--- src/hw/axi_wr_pkg.sv ---
`default_nettype none

package axi_wr_pkg;

  // Slave ports on the interconnect
  localparam int NUM_SLAVES = 3;

  // Top-level defaults
  localparam int ADDR_W_DEF = 32;
  localparam int DATA_W_DEF = 32;

  // Index of the slave a transaction is locked to
  typedef logic [1:0] slave_idx_t;

  localparam slave_idx_t SLV0 = 2'd0;
  localparam slave_idx_t SLV1 = 2'd1;
  localparam slave_idx_t SLV2 = 2'd2;

  // Write transaction state
  typedef enum logic [1:0] {
    LOCK_IDLE = 2'd0,
    LOCK_DATA = 2'd1,
    LOCK_RESP = 2'd2
  } wr_lock_t;

  // Select field sits at the top of AWADDR, offset down from the MSB
  localparam int SEL_HI = 0;
  localparam int SEL_W  = 2;

  // Address map on the select field
  // 00 -> slave 0, 01 -> slave 1, 1x -> slave 2
  localparam logic [SEL_W-1:0] SEL_SLV0 = 2'b00;
  localparam logic [SEL_W-1:0] SEL_SLV1 = 2'b01;

endpackage

`default_nettype wire

--- src/hw/aw_decoder.sv ---
`timescale 1ns/1ps
`default_nettype none

module aw_decoder #(
  parameter int ADDR_W = axi_wr_pkg::ADDR_W_DEF
) (
  input  logic                   clk,
  input  logic                   rstn,
  input  logic [ADDR_W-1:0]      aw_addr,
  input  logic                   aw_valid,
  input  logic                   aw_ready_s0,
  input  logic                   aw_ready_s1,
  input  logic                   aw_ready_s2,
  input  logic                   data_done,
  input  logic                   resp_done,
  output logic                   aw_ready,
  output logic                   aw_valid_s0,
  output logic                   aw_valid_s1,
  output logic                   aw_valid_s2,
  output axi_wr_pkg::wr_lock_t   lock,
  output axi_wr_pkg::slave_idx_t target
);

  localparam int SEL_TOP = ADDR_W - 1 - axi_wr_pkg::SEL_HI;

  logic [axi_wr_pkg::SEL_W-1:0]      sel;
  axi_wr_pkg::slave_idx_t            dec_idx;
  logic [axi_wr_pkg::NUM_SLAVES-1:0] ready_vec;
  logic [axi_wr_pkg::NUM_SLAVES-1:0] valid_vec;
  logic                              idle;
  logic                              aw_hs;
  axi_wr_pkg::wr_lock_t              lock_next;

  assign sel = aw_addr[SEL_TOP -: axi_wr_pkg::SEL_W];

  // Address map decode
  always_comb begin
    if (sel == axi_wr_pkg::SEL_SLV0) begin
      dec_idx = axi_wr_pkg::SLV0;
    end else if (sel == axi_wr_pkg::SEL_SLV1) begin
      dec_idx = axi_wr_pkg::SLV1;
    end else begin
      dec_idx = axi_wr_pkg::SLV2;
    end
  end

  assign idle      = (lock == axi_wr_pkg::LOCK_IDLE);
  assign ready_vec = {aw_ready_s2, aw_ready_s1, aw_ready_s0};

  // AW only open while no transaction holds the lock
  always_comb begin
    valid_vec          = '0;
    valid_vec[dec_idx] = idle & aw_valid;
  end

  assign aw_valid_s0 = valid_vec[0];
  assign aw_valid_s1 = valid_vec[1];
  assign aw_valid_s2 = valid_vec[2];

  assign aw_ready = idle & ready_vec[dec_idx];
  assign aw_hs    = aw_valid & aw_ready;

  always_comb begin
    lock_next = lock;
    unique case (lock)
      axi_wr_pkg::LOCK_IDLE: begin
        if (aw_hs) lock_next = axi_wr_pkg::LOCK_DATA;
      end
      axi_wr_pkg::LOCK_DATA: begin
        if (data_done) lock_next = axi_wr_pkg::LOCK_RESP;
      end
      axi_wr_pkg::LOCK_RESP: begin
        if (resp_done) lock_next = axi_wr_pkg::LOCK_IDLE;
      end
      default: lock_next = axi_wr_pkg::LOCK_IDLE;
    endcase
  end

  always_ff @(posedge clk or negedge rstn) begin
    if (!rstn) begin
      lock   <= axi_wr_pkg::LOCK_IDLE;
      target <= axi_wr_pkg::SLV0;
    end else begin
      lock <= lock_next;
      // Target held until the response completes
      if (aw_hs) target <= dec_idx;
    end
  end

endmodule

`default_nettype wire

--- src/hw/axi_wr_bridge.sv ---
`timescale 1ns/1ps
`default_nettype none

module axi_wr_bridge #(
  parameter int ADDR_W = axi_wr_pkg::ADDR_W_DEF,
  parameter int DATA_W = axi_wr_pkg::DATA_W_DEF
) (
  input  logic                clk,
  input  logic                rstn,
  // Master
  input  logic [ADDR_W-1:0]   aw_addr,
  input  logic                aw_valid,
  output logic                aw_ready,
  input  logic [DATA_W-1:0]   w_data,
  input  logic [DATA_W/8-1:0] w_strb,
  input  logic                w_last,
  input  logic                w_valid,
  output logic                w_ready,
  output logic [1:0]          b_resp,
  output logic                b_valid,
  input  logic                b_ready,
  // Slave 0
  output logic [ADDR_W-1:0]   aw_addr_s0,
  output logic                aw_valid_s0,
  input  logic                aw_ready_s0,
  output logic [DATA_W-1:0]   w_data_s0,
  output logic [DATA_W/8-1:0] w_strb_s0,
  output logic                w_last_s0,
  output logic                w_valid_s0,
  input  logic                w_ready_s0,
  input  logic [1:0]          b_resp_s0,
  input  logic                b_valid_s0,
  output logic                b_ready_s0,
  // Slave 1
  output logic [ADDR_W-1:0]   aw_addr_s1,
  output logic                aw_valid_s1,
  input  logic                aw_ready_s1,
  output logic [DATA_W-1:0]   w_data_s1,
  output logic [DATA_W/8-1:0] w_strb_s1,
  output logic                w_last_s1,
  output logic                w_valid_s1,
  input  logic                w_ready_s1,
  input  logic [1:0]          b_resp_s1,
  input  logic                b_valid_s1,
  output logic                b_ready_s1,
  // Slave 2
  output logic [ADDR_W-1:0]   aw_addr_s2,
  output logic                aw_valid_s2,
  input  logic                aw_ready_s2,
  output logic [DATA_W-1:0]   w_data_s2,
  output logic [DATA_W/8-1:0] w_strb_s2,
  output logic                w_last_s2,
  output logic                w_valid_s2,
  input  logic                w_ready_s2,
  input  logic [1:0]          b_resp_s2,
  input  logic                b_valid_s2,
  output logic                b_ready_s2
);

  axi_wr_pkg::wr_lock_t   lock;
  axi_wr_pkg::slave_idx_t target;
  logic                   data_done;
  logic                   resp_done;

  // Address fans out, only valid is steered
  assign aw_addr_s0 = aw_addr;
  assign aw_addr_s1 = aw_addr;
  assign aw_addr_s2 = aw_addr;

  aw_decoder #(
    .ADDR_W (ADDR_W)
  ) aw_decoder_i (
    .clk         (clk),
    .rstn        (rstn),
    .aw_addr     (aw_addr),
    .aw_valid    (aw_valid),
    .aw_ready_s0 (aw_ready_s0),
    .aw_ready_s1 (aw_ready_s1),
    .aw_ready_s2 (aw_ready_s2),
    .data_done   (data_done),
    .resp_done   (resp_done),
    .aw_ready    (aw_ready),
    .aw_valid_s0 (aw_valid_s0),
    .aw_valid_s1 (aw_valid_s1),
    .aw_valid_s2 (aw_valid_s2),
    .lock        (lock),
    .target      (target)
  );

  w_router #(
    .DATA_W (DATA_W)
  ) w_router_i (
    .clk        (clk),
    .rstn       (rstn),
    .lock       (lock),
    .target     (target),
    .w_data     (w_data),
    .w_strb     (w_strb),
    .w_last     (w_last),
    .w_valid    (w_valid),
    .w_ready_s0 (w_ready_s0),
    .w_ready_s1 (w_ready_s1),
    .w_ready_s2 (w_ready_s2),
    .w_ready    (w_ready),
    .w_data_s0  (w_data_s0),
    .w_strb_s0  (w_strb_s0),
    .w_last_s0  (w_last_s0),
    .w_valid_s0 (w_valid_s0),
    .w_data_s1  (w_data_s1),
    .w_strb_s1  (w_strb_s1),
    .w_last_s1  (w_last_s1),
    .w_valid_s1 (w_valid_s1),
    .w_data_s2  (w_data_s2),
    .w_strb_s2  (w_strb_s2),
    .w_last_s2  (w_last_s2),
    .w_valid_s2 (w_valid_s2),
    .data_done  (data_done)
  );

  b_return b_return_i (
    .lock       (lock),
    .target     (target),
    .b_resp_s0  (b_resp_s0),
    .b_valid_s0 (b_valid_s0),
    .b_resp_s1  (b_resp_s1),
    .b_valid_s1 (b_valid_s1),
    .b_resp_s2  (b_resp_s2),
    .b_valid_s2 (b_valid_s2),
    .b_ready    (b_ready),
    .b_resp     (b_resp),
    .b_valid    (b_valid),
    .b_ready_s0 (b_ready_s0),
    .b_ready_s1 (b_ready_s1),
    .b_ready_s2 (b_ready_s2),
    .resp_done  (resp_done)
  );

endmodule

`default_nettype wire

--- src/hw/b_return.sv ---
`timescale 1ns/1ps
`default_nettype none

module b_return (
  input  axi_wr_pkg::wr_lock_t   lock,
  input  axi_wr_pkg::slave_idx_t target,
  input  logic [1:0]             b_resp_s0,
  input  logic                   b_valid_s0,
  input  logic [1:0]             b_resp_s1,
  input  logic                   b_valid_s1,
  input  logic [1:0]             b_resp_s2,
  input  logic                   b_valid_s2,
  input  logic                   b_ready,
  output logic [1:0]             b_resp,
  output logic                   b_valid,
  output logic                   b_ready_s0,
  output logic                   b_ready_s1,
  output logic                   b_ready_s2,
  output logic                   resp_done
);

  logic [axi_wr_pkg::NUM_SLAVES-1:0] valid_vec;
  logic [axi_wr_pkg::NUM_SLAVES-1:0] ready_vec;
  logic                              active;

  assign active    = (lock == axi_wr_pkg::LOCK_RESP);
  assign valid_vec = {b_valid_s2, b_valid_s1, b_valid_s0};

  // Only the locked slave's response reaches the master
  always_comb begin
    b_resp = 2'b00;
    if (active) begin
      unique case (target)
        axi_wr_pkg::SLV0: b_resp = b_resp_s0;
        axi_wr_pkg::SLV1: b_resp = b_resp_s1;
        default:          b_resp = b_resp_s2;
      endcase
    end
  end

  assign b_valid = active & valid_vec[target];

  always_comb begin
    ready_vec         = '0;
    ready_vec[target] = active & b_ready;
  end

  assign b_ready_s0 = ready_vec[0];
  assign b_ready_s1 = ready_vec[1];
  assign b_ready_s2 = ready_vec[2];

  assign resp_done = b_valid & b_ready;

endmodule

`default_nettype wire

--- src/hw/w_router.sv ---
`timescale 1ns/1ps
`default_nettype none

module w_router #(
  parameter int DATA_W = axi_wr_pkg::DATA_W_DEF
) (
  input  logic                   clk,
  input  logic                   rstn,
  input  axi_wr_pkg::wr_lock_t   lock,
  input  axi_wr_pkg::slave_idx_t target,
  input  logic [DATA_W-1:0]      w_data,
  input  logic [DATA_W/8-1:0]    w_strb,
  input  logic                   w_last,
  input  logic                   w_valid,
  input  logic                   w_ready_s0,
  input  logic                   w_ready_s1,
  input  logic                   w_ready_s2,
  output logic                   w_ready,
  output logic [DATA_W-1:0]      w_data_s0,
  output logic [DATA_W/8-1:0]    w_strb_s0,
  output logic                   w_last_s0,
  output logic                   w_valid_s0,
  output logic [DATA_W-1:0]      w_data_s1,
  output logic [DATA_W/8-1:0]    w_strb_s1,
  output logic                   w_last_s1,
  output logic                   w_valid_s1,
  output logic [DATA_W-1:0]      w_data_s2,
  output logic [DATA_W/8-1:0]    w_strb_s2,
  output logic                   w_last_s2,
  output logic                   w_valid_s2,
  output logic                   data_done
);

  localparam int STRB_W = DATA_W / 8;

  logic [axi_wr_pkg::NUM_SLAVES-1:0] ready_vec;
  logic [axi_wr_pkg::NUM_SLAVES-1:0] sel_vec;
  logic                              active;
  logic                              w_hs;

  assign active    = (lock == axi_wr_pkg::LOCK_DATA);
  assign ready_vec = {w_ready_s2, w_ready_s1, w_ready_s0};

  // One-hot select of the locked slave, empty outside the data phase
  always_comb begin
    sel_vec         = '0;
    sel_vec[target] = active;
  end

  assign w_ready = active & ready_vec[target];

  // Slave 0
  assign w_valid_s0 = sel_vec[0] & w_valid;
  assign w_data_s0  = sel_vec[0] ? w_data : '0;
  assign w_strb_s0  = sel_vec[0] ? w_strb : {STRB_W{1'b0}};
  assign w_last_s0  = sel_vec[0] & w_last;

  // Slave 1
  assign w_valid_s1 = sel_vec[1] & w_valid;
  assign w_data_s1  = sel_vec[1] ? w_data : '0;
  assign w_strb_s1  = sel_vec[1] ? w_strb : {STRB_W{1'b0}};
  assign w_last_s1  = sel_vec[1] & w_last;

  // Slave 2
  assign w_valid_s2 = sel_vec[2] & w_valid;
  assign w_data_s2  = sel_vec[2] ? w_data : '0;
  assign w_strb_s2  = sel_vec[2] ? w_strb : {STRB_W{1'b0}};
  assign w_last_s2  = sel_vec[2] & w_last;

  assign w_hs      = w_valid & w_ready;
  assign data_done = w_hs & w_last;

endmodule

`default_nettype wire

--- config.mk ---
export PLATFORM = sky130hd
export DESIGN_NAME = axi_wr_bridge
export DESIGN_NICKNAME = d
export VERILOG_FILES = /design/src/hw/axi_wr_pkg.sv /design/src/hw/aw_decoder.sv /design/src/hw/axi_wr_bridge.sv /design/src/hw/b_return.sv /design/src/hw/w_router.sv
export SDC_FILE = /design/constraint.sdc
export NUM_CORES = 1
export LEC_CHECK = 0
export BUFFER_PORTS_ARGS = -buffer_cell sky130_fd_sc_hd__buf_4
export CORE_AREA = 4 4 120 122
export DETAILED_ROUTE_END_ITERATION = 16
export DIE_AREA = 0 0 124 126
export PLACE_DENSITY = 0.48
export RECOVER_POWER = 25
export SYNTH_ARGS = -nofsm -noshare
export SYNTH_HDL_FRONTEND = slang
export SYNTH_SLANG_ARGS = --single-unit
--- constraint.sdc ---
create_clock -name clk -period 2.4 [get_ports clk]
set_clock_uncertainty 0.2 [all_clocks]
set_input_delay 0.12 -clock clk [delete_from_list [all_inputs] [get_ports clk]]
set_output_delay 0.12 -clock clk [all_outputs]
set_load 0.005 [all_outputs]
==> results of run 1 <==
==> logic make-up (layout without fill, tap and decap cells) <==
logic type,after synthesis,count (layout),share of synthesized area
AO/OA/AOI/OAI,10,10,0.0324
buffers and inverters,111,199,0.430
flip-flops,4,4,0.0518
multiplexers,6,6,0.0324
AND/OR/NAND/NOR,143,143,0.454
==> cell type report <==
class | count | share of cell area
Timing Repair Buffer | 195 | 0.511
Sequential cell | 4 | 0.0347
Multi-Input combinational cell | 159 | 0.351
Clock buffer | 3 | 0.0260
Tap cell | 176 | 0.0764
Inverter | 1 | 0.00130
==> worst max-delay path: stages (launching register included) <==
cell	delay (ps)
dfrtp_1	520
and4bb_4	670
nand2_1	150
o21ai_2	90
buf_4	130
==> state kept, by name, summed over array words and instances (netlist names) <==
signal	flops
aw_decoder_i.lock	2
aw_decoder_i.target	2
==> routing by layer <==
| layer | part of all wire | vias to the layer above | GRT usage |
|---|---|---|---|
| met5 | 0 | - | 0 |
| met4 | 0.045 | 0 | 0.0399 |
| met3 | 0.097 | 33 | 0.0126 |
| met2 | 0.52 | 104 | 0.149 |
| met1 | 0.34 | 820 | 0.0798 |
| li1 | - | 919 | - |
==> metrics by stage <==
stage,setup WS [ps],utilization,instances,power (mW),area (µm²)
detailed placement,467,0.210,531,1.66,2770
global route,146,0.219,538,2.06,2880
finish,287,0.219,538,1.88,2880
CTS,251,0.219,538,1.93,2880
floorplan,929,-,274,1.00,1930
global placement,503,0.210,531,1.66,2770
==> worst max path at each step <==
stage                                 from              endpoint
finish              aw_decoder_i.target[0]               w_ready
global placement    aw_decoder_i.target[0]  aw_decoder_i.lock[0]
detailed placement  aw_decoder_i.target[0]  aw_decoder_i.lock[0]
global route        aw_decoder_i.target[0]               w_ready
CTS                 aw_decoder_i.target[0]               w_ready
floorplan           aw_decoder_i.target[0]         w_data_s2[11]
==> power groups by stage <==
stage                     registers (mW)  logic (mW)  clock network (mW)
after global routing               0.183        1.61               0.268
after global placement             0.170        1.49                   0
after detailed placement           0.173        1.49                   0
after CTS                          0.172        1.50               0.264
final                              0.172        1.45               0.261
after floorplan                    0.122       0.879                   0
==> what timing repair did <==
item	in CTS	in global routing
hold buffers	4	0
resized for setup	0	0
setup endpoints to repair	0	0
endpoints found under the hold margin	6	0
==> cell usage after synthesis <==
cell and n:
nand3_1 1, nand2b_1 2, and3_1 2, o21ai_1 2
o21ai_2 1, inv_1 1, nor3_2 1, mux2_1 2
clkbuf_1 1, nand3b_1 1, a211o_1 1, nor2b_1 2
buf_6 4, a21oi_1 3, a31oi_1 1, buf_4 101
o21ai_0 1, buf_2 4, nor2_1 8, a31o_1 1
nand2b_2 1, dfrtp_1 4, mux2i_1 4, or2_1 1
and4bb_4 1, and2_1 115, nor3b_1 1, nand2_1 5
nor3_1 2
==> summary.md, run 1 <==
| Metric | Value |
|---|---|
| Maxcap violations | 0 |
| FF+latch area | 100 µm² |
| Initial antenna violation count | 0 |
| IO Pins | 310 |
| Register bit total from synthesis | 4 |
| Clock root buffer | clkbuf_16 |
| Syn_nets | 363 |
| Hpwl dp | 5680 µm |
| Core footprint | 13200 µm² |
| Leakage | 1.54 nW |
| Clock sinks | 4 |
| Vias in the first global route | 1814 |
| Vias per cell | 3.49 |
| Final Cycle Share | 0.881 |
| Yosys top cell area share | 0.392 |
| First-pass GRT wire length | 9770 µm |
| Skew-Pair Late Insertion Delay | 220 ps |
| Die Y-Extent | 126 µm |
| Routed Antenna Nets | 0 |
| Number of endpoints failing setup at the final stage | 0 |
| CTS buffer count | 3 |
| CTS tree | built |
| CP Launch Type | flip-flop |
| CTS H-tree depth | 1 |
| Drt pass-1 iters | 4 |
| Clk buf depth | 2 |
| Max frequency | 473 MHz |
| Unique cell type count in the Yosys netlist | 29 |
| Clock power frac | 0.139 |
| Vias | 1876 |
| DRC viols | 0 |
| Port bufs | 189 |
| Worst slew pin tran | 439 ps |
| GRT Util Overall | 0.0780 |
| Final setup TNS | 0 ps |
| Final Hold Viols | 0 |
| Syn Inst Count | 274 |
| Setup CP Type | reg2out |
| Syn Area/Cell | 7.06 µm² |
| Reg2reg path depth | 4 |
| Footprint of the multi-input gates | 1010 µm² |
| Reg clk slew, reported paths | 30 ps |
| Final wirelength | 6980 µm |
| Die ar. | 15600 µm² |
| Most common cell after layout, fill and taps aside | buf_4 |
| VDD IR max | 0.403 mV |
| Share of the yosys chip area belonging to registers | 0.0518 |
| Slew Viols, Final | 0 |
| Worst flop-to-flop path endpoint | aw_decoder_i.lock[0] |
| Req. time, crit path | 2080 ps |
| Synth area leader | buf_4 |
| Ys Warns | 0 |
| Drt first-iter violations | 26 |
| Post-Syn Area | 1930 µm² |
| Fill cells | 1498 |
| Post CTS Setup Buffer Count | 0 |
| Int Pwr | 1.14 mW |
| Worst slew margin | 0.707 |
| Most frequent cells in the layout | 191 x buf_4, 115 x and2_1, 7 x nor2_1 |
| Synth area leaders | buf_4 39%, and2_1 37%, dfrtp_1 5.2% |
| Worst flop-to-flop path startpoint | aw_decoder_i.target[0] |
| Sequential share of power | 0.091 |
| Crit path arrival time | 1790 ps |
| Nets | 453 |
| Worst-path fanout max | 39 |
| Diodes inserted | 0 |
| Share of layout cells above drive strength 1 | 0.550 |
| Avg WL per Cell | 13.0 µm |
| Largest net degree at the start of global routing | 40 |
| GRT Residual Overflow | 0 |
| P&R area growth vs syn | 49.2% |
| Final hold slack | 31.6 ps |
| Switching Fraction | 0.395 |
| CP endpoint kind | output port |
| Worst hold path class | in2async |
| Status | complete, no violations |
| Combinational fraction of design power | 0.770 |
| Net Sw Power | 744 µW |
| Die Width | 124 µm |
| Initial core utilization | 0.147 |
| Pwr/cell area | 653 nW/µm² |
| Rows | 42 |
| Unrepaired setup endpoints after global routing | false |
| RePlAce Congestion | 0.725 |
| Final Critical Period | 2110 ps |
| R2R Setup Slk | 500 ps |
Power figures use the tool's default switching activity.
==> run 2, diff against run 1 <==
--- a/config.mk
+++ b/config.mk
@@ -9,7 +9,7 @@
 export CORE_AREA = 4 4 120 122
 export DETAILED_ROUTE_END_ITERATION = 16
 export DIE_AREA = 0 0 124 126
-export PLACE_DENSITY = 0.48
+export PLACE_DENSITY = 0.52
 export RECOVER_POWER = 25
 export SYNTH_ARGS = -nofsm -noshare
 export SYNTH_HDL_FRONTEND = slang
==> summary.md, run 2 (synthesis gave the netlist of run 1 again) <==
| Metric | Value |
|---|---|
| Crit path arrival time | 2120 ps (+330 ps) |
| CP endpoint kind | flip-flop |
| Final Critical Period | 2160 ps (+51.6 ps) |
| First-pass GRT wire length | 10100 µm (+3.1%) |
| Hpwl dp | 5950 µm (+4.8%) |
| Most frequent cells in the layout | 194 x buf_4, 115 x and2_1, 7 x nor2_1 |
| Status | complete, no violations |
| IO Pins | 310 (unchanged) |
| Die ar. | 15600 µm² (unchanged) |
| Nets | 457 (+0.88%) |
| RePlAce Congestion | 0.734 (+1.3%) |
| Initial antenna violation count | 0 (unchanged) |
| Rows | 42 (unchanged) |
| Unrepaired setup endpoints after global routing | false |
| Initial core utilization | 0.147 (unchanged) |
| Worst slew margin | 0.775 (+0.0683) |
| VDD IR max | 0.427 mV (+5.9%) |
| Drt first-iter violations | 47 (+81%) |
| Clk buf depth | 2 (unchanged) |
| Post CTS Setup Buffer Count | 0 (unchanged) |
| Final Hold Viols | 0 (unchanged) |
| CP Launch Type | flip-flop |
| Biggest regs | aw_decoder_i.lock: 2 flops, aw_decoder_i.target: 2 flops |
| Diodes inserted | 0 (unchanged) |
| GRT Residual Overflow | 0 (unchanged) |
| Most common cell after layout, fill and taps aside | buf_4 |
| Die Width | 124 µm (unchanged) |
| Worst hold path class | in2async |
| Req. time, crit path | 2350 ps (+270 ps) |
| Die Y-Extent | 126 µm (unchanged) |
| DRC viols | 0 (unchanged) |
| CTS H-tree depth | 1 (unchanged) |
| Largest net degree at the start of global routing | 21 (-48%) |
| Skew-Pair Late Insertion Delay | 220 ps (about the same) |
| GRT Util Overall | 0.0801 (+0.00209) |
| Maxcap violations | 0 (unchanged) |
| Final hold slack | 40.0 ps (+8.39 ps) |
| Pwr/cell area | 673 nW/µm² (+3.0%) |
| Worst slew pin tran | 336 ps (-104 ps) |
| Drt pass-1 iters | 4 (unchanged) |
| Final Cycle Share | 0.902 (+0.0215) |
| Setup CP Type | reg2reg |
| Vias | 1942 (+3.5%) |
| Slew Viols, Final | 0 (unchanged) |
| Worst-path fanout max | 12 (-69%) |
| Core footprint | 13200 µm² (unchanged) |
| P&R area growth vs syn | 51.1% |
| Vias per cell | 3.58 (+2.8%) |
| Share of layout cells above drive strength 1 | 0.560 (+0.0104) |
| Port bufs | 189 (unchanged) |
| Number of endpoints failing setup at the final stage | 0 (unchanged) |
| Final wirelength | 7310 µm (+4.7%) |
| Reg clk slew, reported paths | 30 ps (about the same) |
| Final setup TNS | 0 ps (unchanged) |
| CTS buffer count | 3 (unchanged) |
| Core Util, Final | 0.221 (+0.00285) |
| Leakage | 1.56 nW (+1.3%) |
| Routed Antenna Nets | 0 (unchanged) |
| Max frequency | 462 MHz (-2.4%) |
| CTS tree | built |
| Clock sinks | 4 (unchanged) |
| Avg WL per Cell | 13.5 µm (+4.0%) |
| Vias in the first global route | 1965 (+8.3%) |
| Clock root buffer | clkbuf_16 |
| Fill cells | 1498 (unchanged) |
run 2: cell types whose count changed in the layout (fill, tap and decap cells not counted), sizes merged:
cell    before  now
buf        191  194
and4bb       1    2
run 2: area by class of cell:
cell class              instances  area, µm²  area share
well taps                     176        220      0.0754
clock buffers                   3       75.1      0.0257
repair buffers                198       1500       0.512
multi-input cells             160       1020       0.350
inverters                       1       3.75     0.00128
flip-flops and latches          4        103      0.0351
run 2: final timing paths:
check,from,end,slack (ps),cells past startpoint
setup / recovery,aw_decoder_i.target[0],aw_decoder_i.lock[1],240,5
hold / removal,rstn,aw_decoder_i.lock[1],40,2
setup reg to reg,aw_decoder_i.target[0],aw_decoder_i.lock[1],240,5
hold reg to reg,aw_decoder_i.target[0],aw_decoder_i.target[0],550,1
max in group asynchronous,rstn,aw_decoder_i.target[0],1840,2
min in group clk,aw_addr[8],aw_addr_s0[8],40,0
run 2: through the flow:
stage	instances	setup slack, ps	total power, mW	instance area [µm²]
6_report	542	235	1.97	2920
5_1_grt	542	105	2.15	2920
4_1_cts	541	133	1.97	2910
3_5_place_dp	534	427	1.70	2790
3_3_place_gp	534	524	1.68	2790
2_1_floorplan	274	929	1.00	1930
run 2: worst max-delay path, stage by stage, from the launching register on:
cell and delay (ps):
dfrtp_2 510, and4bb_4 480, nand2_1 100, o21ai_2 70, a31o_1 170, dlygate4sd3_1 560
run 2: metal layers:
layer  track usage  vias up  wire length, µm
met5             0        -                0
met4        0.0393        0              276
met3        0.0238       28              722
met2         0.156      114             3890
met1        0.0735      867             2420
li1              -      933                -
run 2: timing repair:
item,in CTS,in global routing
gates resized for setup,0,2
hold buffers,4,0
endpoints found under the setup margin,0,1
endpoints found under the hold margin,6,0
run 2: where the power goes:
part           internal, mW  switching (mW)
clock network         0.212          0.0431
logic                 0.870           0.639
registers            0.0988           0.103
total                  1.18           0.785
==> run 3, diff against run 2 <==
--- a/config.mk
+++ b/config.mk
@@ -9,7 +9,7 @@
 export CORE_AREA = 4 4 120 122
 export DETAILED_ROUTE_END_ITERATION = 16
 export DIE_AREA = 0 0 124 126
-export PLACE_DENSITY = 0.52
+export PLACE_DENSITY = 0.53
 export RECOVER_POWER = 25
 export SYNTH_ARGS = -nofsm -noshare
 export SYNTH_HDL_FRONTEND = slang
==> summary.md, run 3 (synthesis gave the netlist of run 1 again) <==
| Metric | Value |
|---|---|
| Slew Viols, Final | 0 (unchanged) |
| Clock root buffer | clkbuf_16 |
| Core footprint | 13200 µm² (unchanged) |
| Combinational fraction of design power | 0.804 (+0.036) |
| Final Hold Viols | 0 (unchanged) |
| Final hold slack | 38.1 ps (-1.93 ps) |
| Routed Antenna Nets | 0 (unchanged) |
| CTS buffer count | 3 (unchanged) |
| Final Cycle Share | 0.925 (+0.0228) |
| R2R Setup Slk | 180 ps (-50 ps) |
| Initial antenna violation count | 0 (unchanged) |
| Final Power | 1.95 mW (-1.1%) |
| Diodes inserted | 0 (unchanged) |
| Footprint of the multi-input gates | 1010 µm² (-1.2%) |
| Hpwl dp | 5810 µm (-2.4%) |
| Nets | 458 (+0.22%) |
| Crit path arrival time | 2180 ps (+60 ps) |
| Final wirelength | 6900 µm (-5.6%) |
| Grt met3 use | 0.0202 (-0.00359) |
| Status | complete, no violations |
| CP endpoint kind | flip-flop |
| CP Cell Sequence | and4bb_4 > nand2_1 > o21ai_2 > a31o_1 > dlygate4sd3_1 |
| Crit path largest cell delay | 610 ps (+50 ps) |
| Die Width | 124 µm (unchanged) |
| Grt met2 use | 0.142 (-0.0140) |
| Biggest regs | aw_decoder_i.lock: 2 flops, aw_decoder_i.target: 2 flops |
| Avg WL per Cell | 12.7 µm (-5.8%) |
| Reg clk slew, reported paths | 30 ps (about the same) |
| Setup CP Type | reg2reg |
| First-pass GRT wire length | 9780 µm (-2.9%) |
| Clock power frac | 0.134 (+0.004) |
| Worst hold path class | in2async |
| Grt met1 use | 0.0816 (+0.00811) |
| Max frequency | 451 MHz (-2.5%) |
| CP max stage cell | and4bb_4 |
| VDD IR max | 0.301 mV (-29%) |
| Sequential share of power | 0.062 (-0.040) |
| IO Pins | 310 (unchanged) |
| Share of layout cells above drive strength 1 | 0.556 (-0.00425) |
| Leakage | 1.57 nW (+0.56%) |
| CTS H-tree depth | 1 (unchanged) |
| Drt pass-1 iters | 3 (-1) |
| FF+latch area | 100 µm² (-2.4%) |
| Net Sw Power | 756 µW (-3.7%) |
| RePlAce Congestion | 0.744 (+1.3%) |
| Placed Instances | 536 (+0.37%) |
| Int Pwr | 1.19 mW (+0.68%) |
| DRC viols | 0 (unchanged) |
| Final Critical Period | 2220 ps (+54.7 ps) |
| Worst path bufs/invs | 1 (unchanged) |
| Final Non-Filler Cells | 543 (+0.18%) |
| CTS tree | built |
| Most common cell after layout, fill and taps aside | buf_4 |
| GRT Residual Overflow | 0 (unchanged) |
| Vias per cell | 3.56 (-0.75%) |
| Unrepaired setup endpoints after global routing | false |
| Skew-Pair Late Insertion Delay | 230 ps (about the same) |
| Largest net degree at the start of global routing | 37 (+76%) |
| P&R area growth vs syn | 51.1% (unchanged) |
| Delay-heaviest family, CP | simple AND/OR/NAND/NOR gates |
| Req. time, crit path | 2360 ps (about the same) |
| GRT busiest layer | met2 |
| Rows | 42 (unchanged) |
| Clk buf depth | 2 (unchanged) |
| Core Util, Final | 0.221 (unchanged) |
| Number of endpoints failing setup at the final stage | 0 (unchanged) |
| Port bufs | 189 (unchanged) |
| Fill cells | 1459 (-2.6%) |
| Pwr/cell area | 666 nW/µm² (-1.1%) |
| GRT Util Overall | 0.0783 (-0.00175) |
| Most frequent cells in the layout | 196 x buf_4, 115 x and2_1, 7 x nor2_1 |
| Worst slew margin | 0.736 (-0.0390) |
| Worst-path fanout max | 36 (+24) |
| Worst flop-to-flop path endpoint | aw_decoder_i.lock[1] |
| Vias | 1931 (-0.57%) |
| Worst slew pin tran | 395 ps (+59.7 ps) |
| Maxcap violations | 0 (unchanged) |
| Die Y-Extent | 126 µm (unchanged) |
| Clock sinks | 4 (unchanged) |
| Final setup TNS | 0 ps (unchanged) |
| CP Launch Type | flip-flop |
| Worst flop-to-flop path startpoint | aw_decoder_i.lock[1] |
| Drt first-iter violations | 44 (-6.4%) |
| Die ar. | 15600 µm² (unchanged) |
| Reg2reg path depth | 5 (unchanged) |
| Switching Fraction | 0.389 (-0.0107) |
| Vias in the first global route | 1881 (-4.3%) |
| Initial core utilization | 0.147 (unchanged) |
==> run 3: changes by cell type in the layout (fill, tap and decap cells not counted) <==
| cell | previous run | this run |
|---|---|---|
| and4bb_2 | 1 | 0 |
| dfrtp_2 | 2 | 0 |
| buf_4 | 194 | 196 |
| dfrtp_1 | 2 | 4 |
==> run 3: worst max path at each step <==
stage / startpoint / end / slack (ps) / cells past startpoint
after floorplan: aw_decoder_i.target[0] / w_data_s2[11] / 930 / 5
after global placement: aw_decoder_i.lock[1] / w_data_s2[18] / 650 / 4
after detailed placement: aw_decoder_i.lock[1] / w_data_s2[19] / 610 / 4
after global routing: aw_decoder_i.lock[1] / aw_decoder_i.lock[1] / 20 / 5
final: aw_decoder_i.lock[1] / aw_decoder_i.lock[1] / 180 / 5
after CTS: aw_decoder_i.lock[1] / aw_decoder_i.lock[1] / 140 / 5
==> run 3: per-layer routing <==
metal | vias up | share of wire
met2 | 105 | 0.51
met4 | 0 | 0.039
met1 | 871 | 0.35
li1 | 928 | -
met3 | 27 | 0.10
met5 | - | 0
==> run 3: repair_timing <==
action / CTS / global route
hold buffers: 4 / 0
endpoints found under the hold margin: 6 / 0
gates resized for setup: 0 / 0
setup buffers: 0 / 0
==> run 3: layout make-up <==
class                   count  share of cell area
clock buffers               3              0.0257
inverters                   1             0.00128
multi-input cells         159               0.346
flip-flops and latches      4              0.0343
well taps                 176              0.0754
repair buffers            200               0.517
==> run 3: worst reg2reg max path: stages, from the launching register on <==
cell,delay [ps]
dfrtp_1,400
and4bb_4,610
nand2_1,150
o21ai_2,90
a31o_1,150
dlygate4sd3_1,540
==> run 3: power by group through the flow <==
stage | Clock [mW] | Combinational, mW | Sequential, mW
final | 0.261 | 1.56 | 0.121
after global routing | 0.274 | 1.72 | 0.126
after CTS | 0.266 | 1.60 | 0.121
after detailed placement | 0 | 1.59 | 0.122
after global placement | 0 | 1.58 | 0.119
after floorplan | 0 | 0.879 | 0.122
==> run 3: through the flow <==
step / setup WS, ps / area [µm²]
final: 180 / 2920
after CTS: 140 / 2920
after global placement: 647 / 2810
after global routing: 20.9 / 2920
after detailed placement: 611 / 2810
after floorplan: 929 / 1930
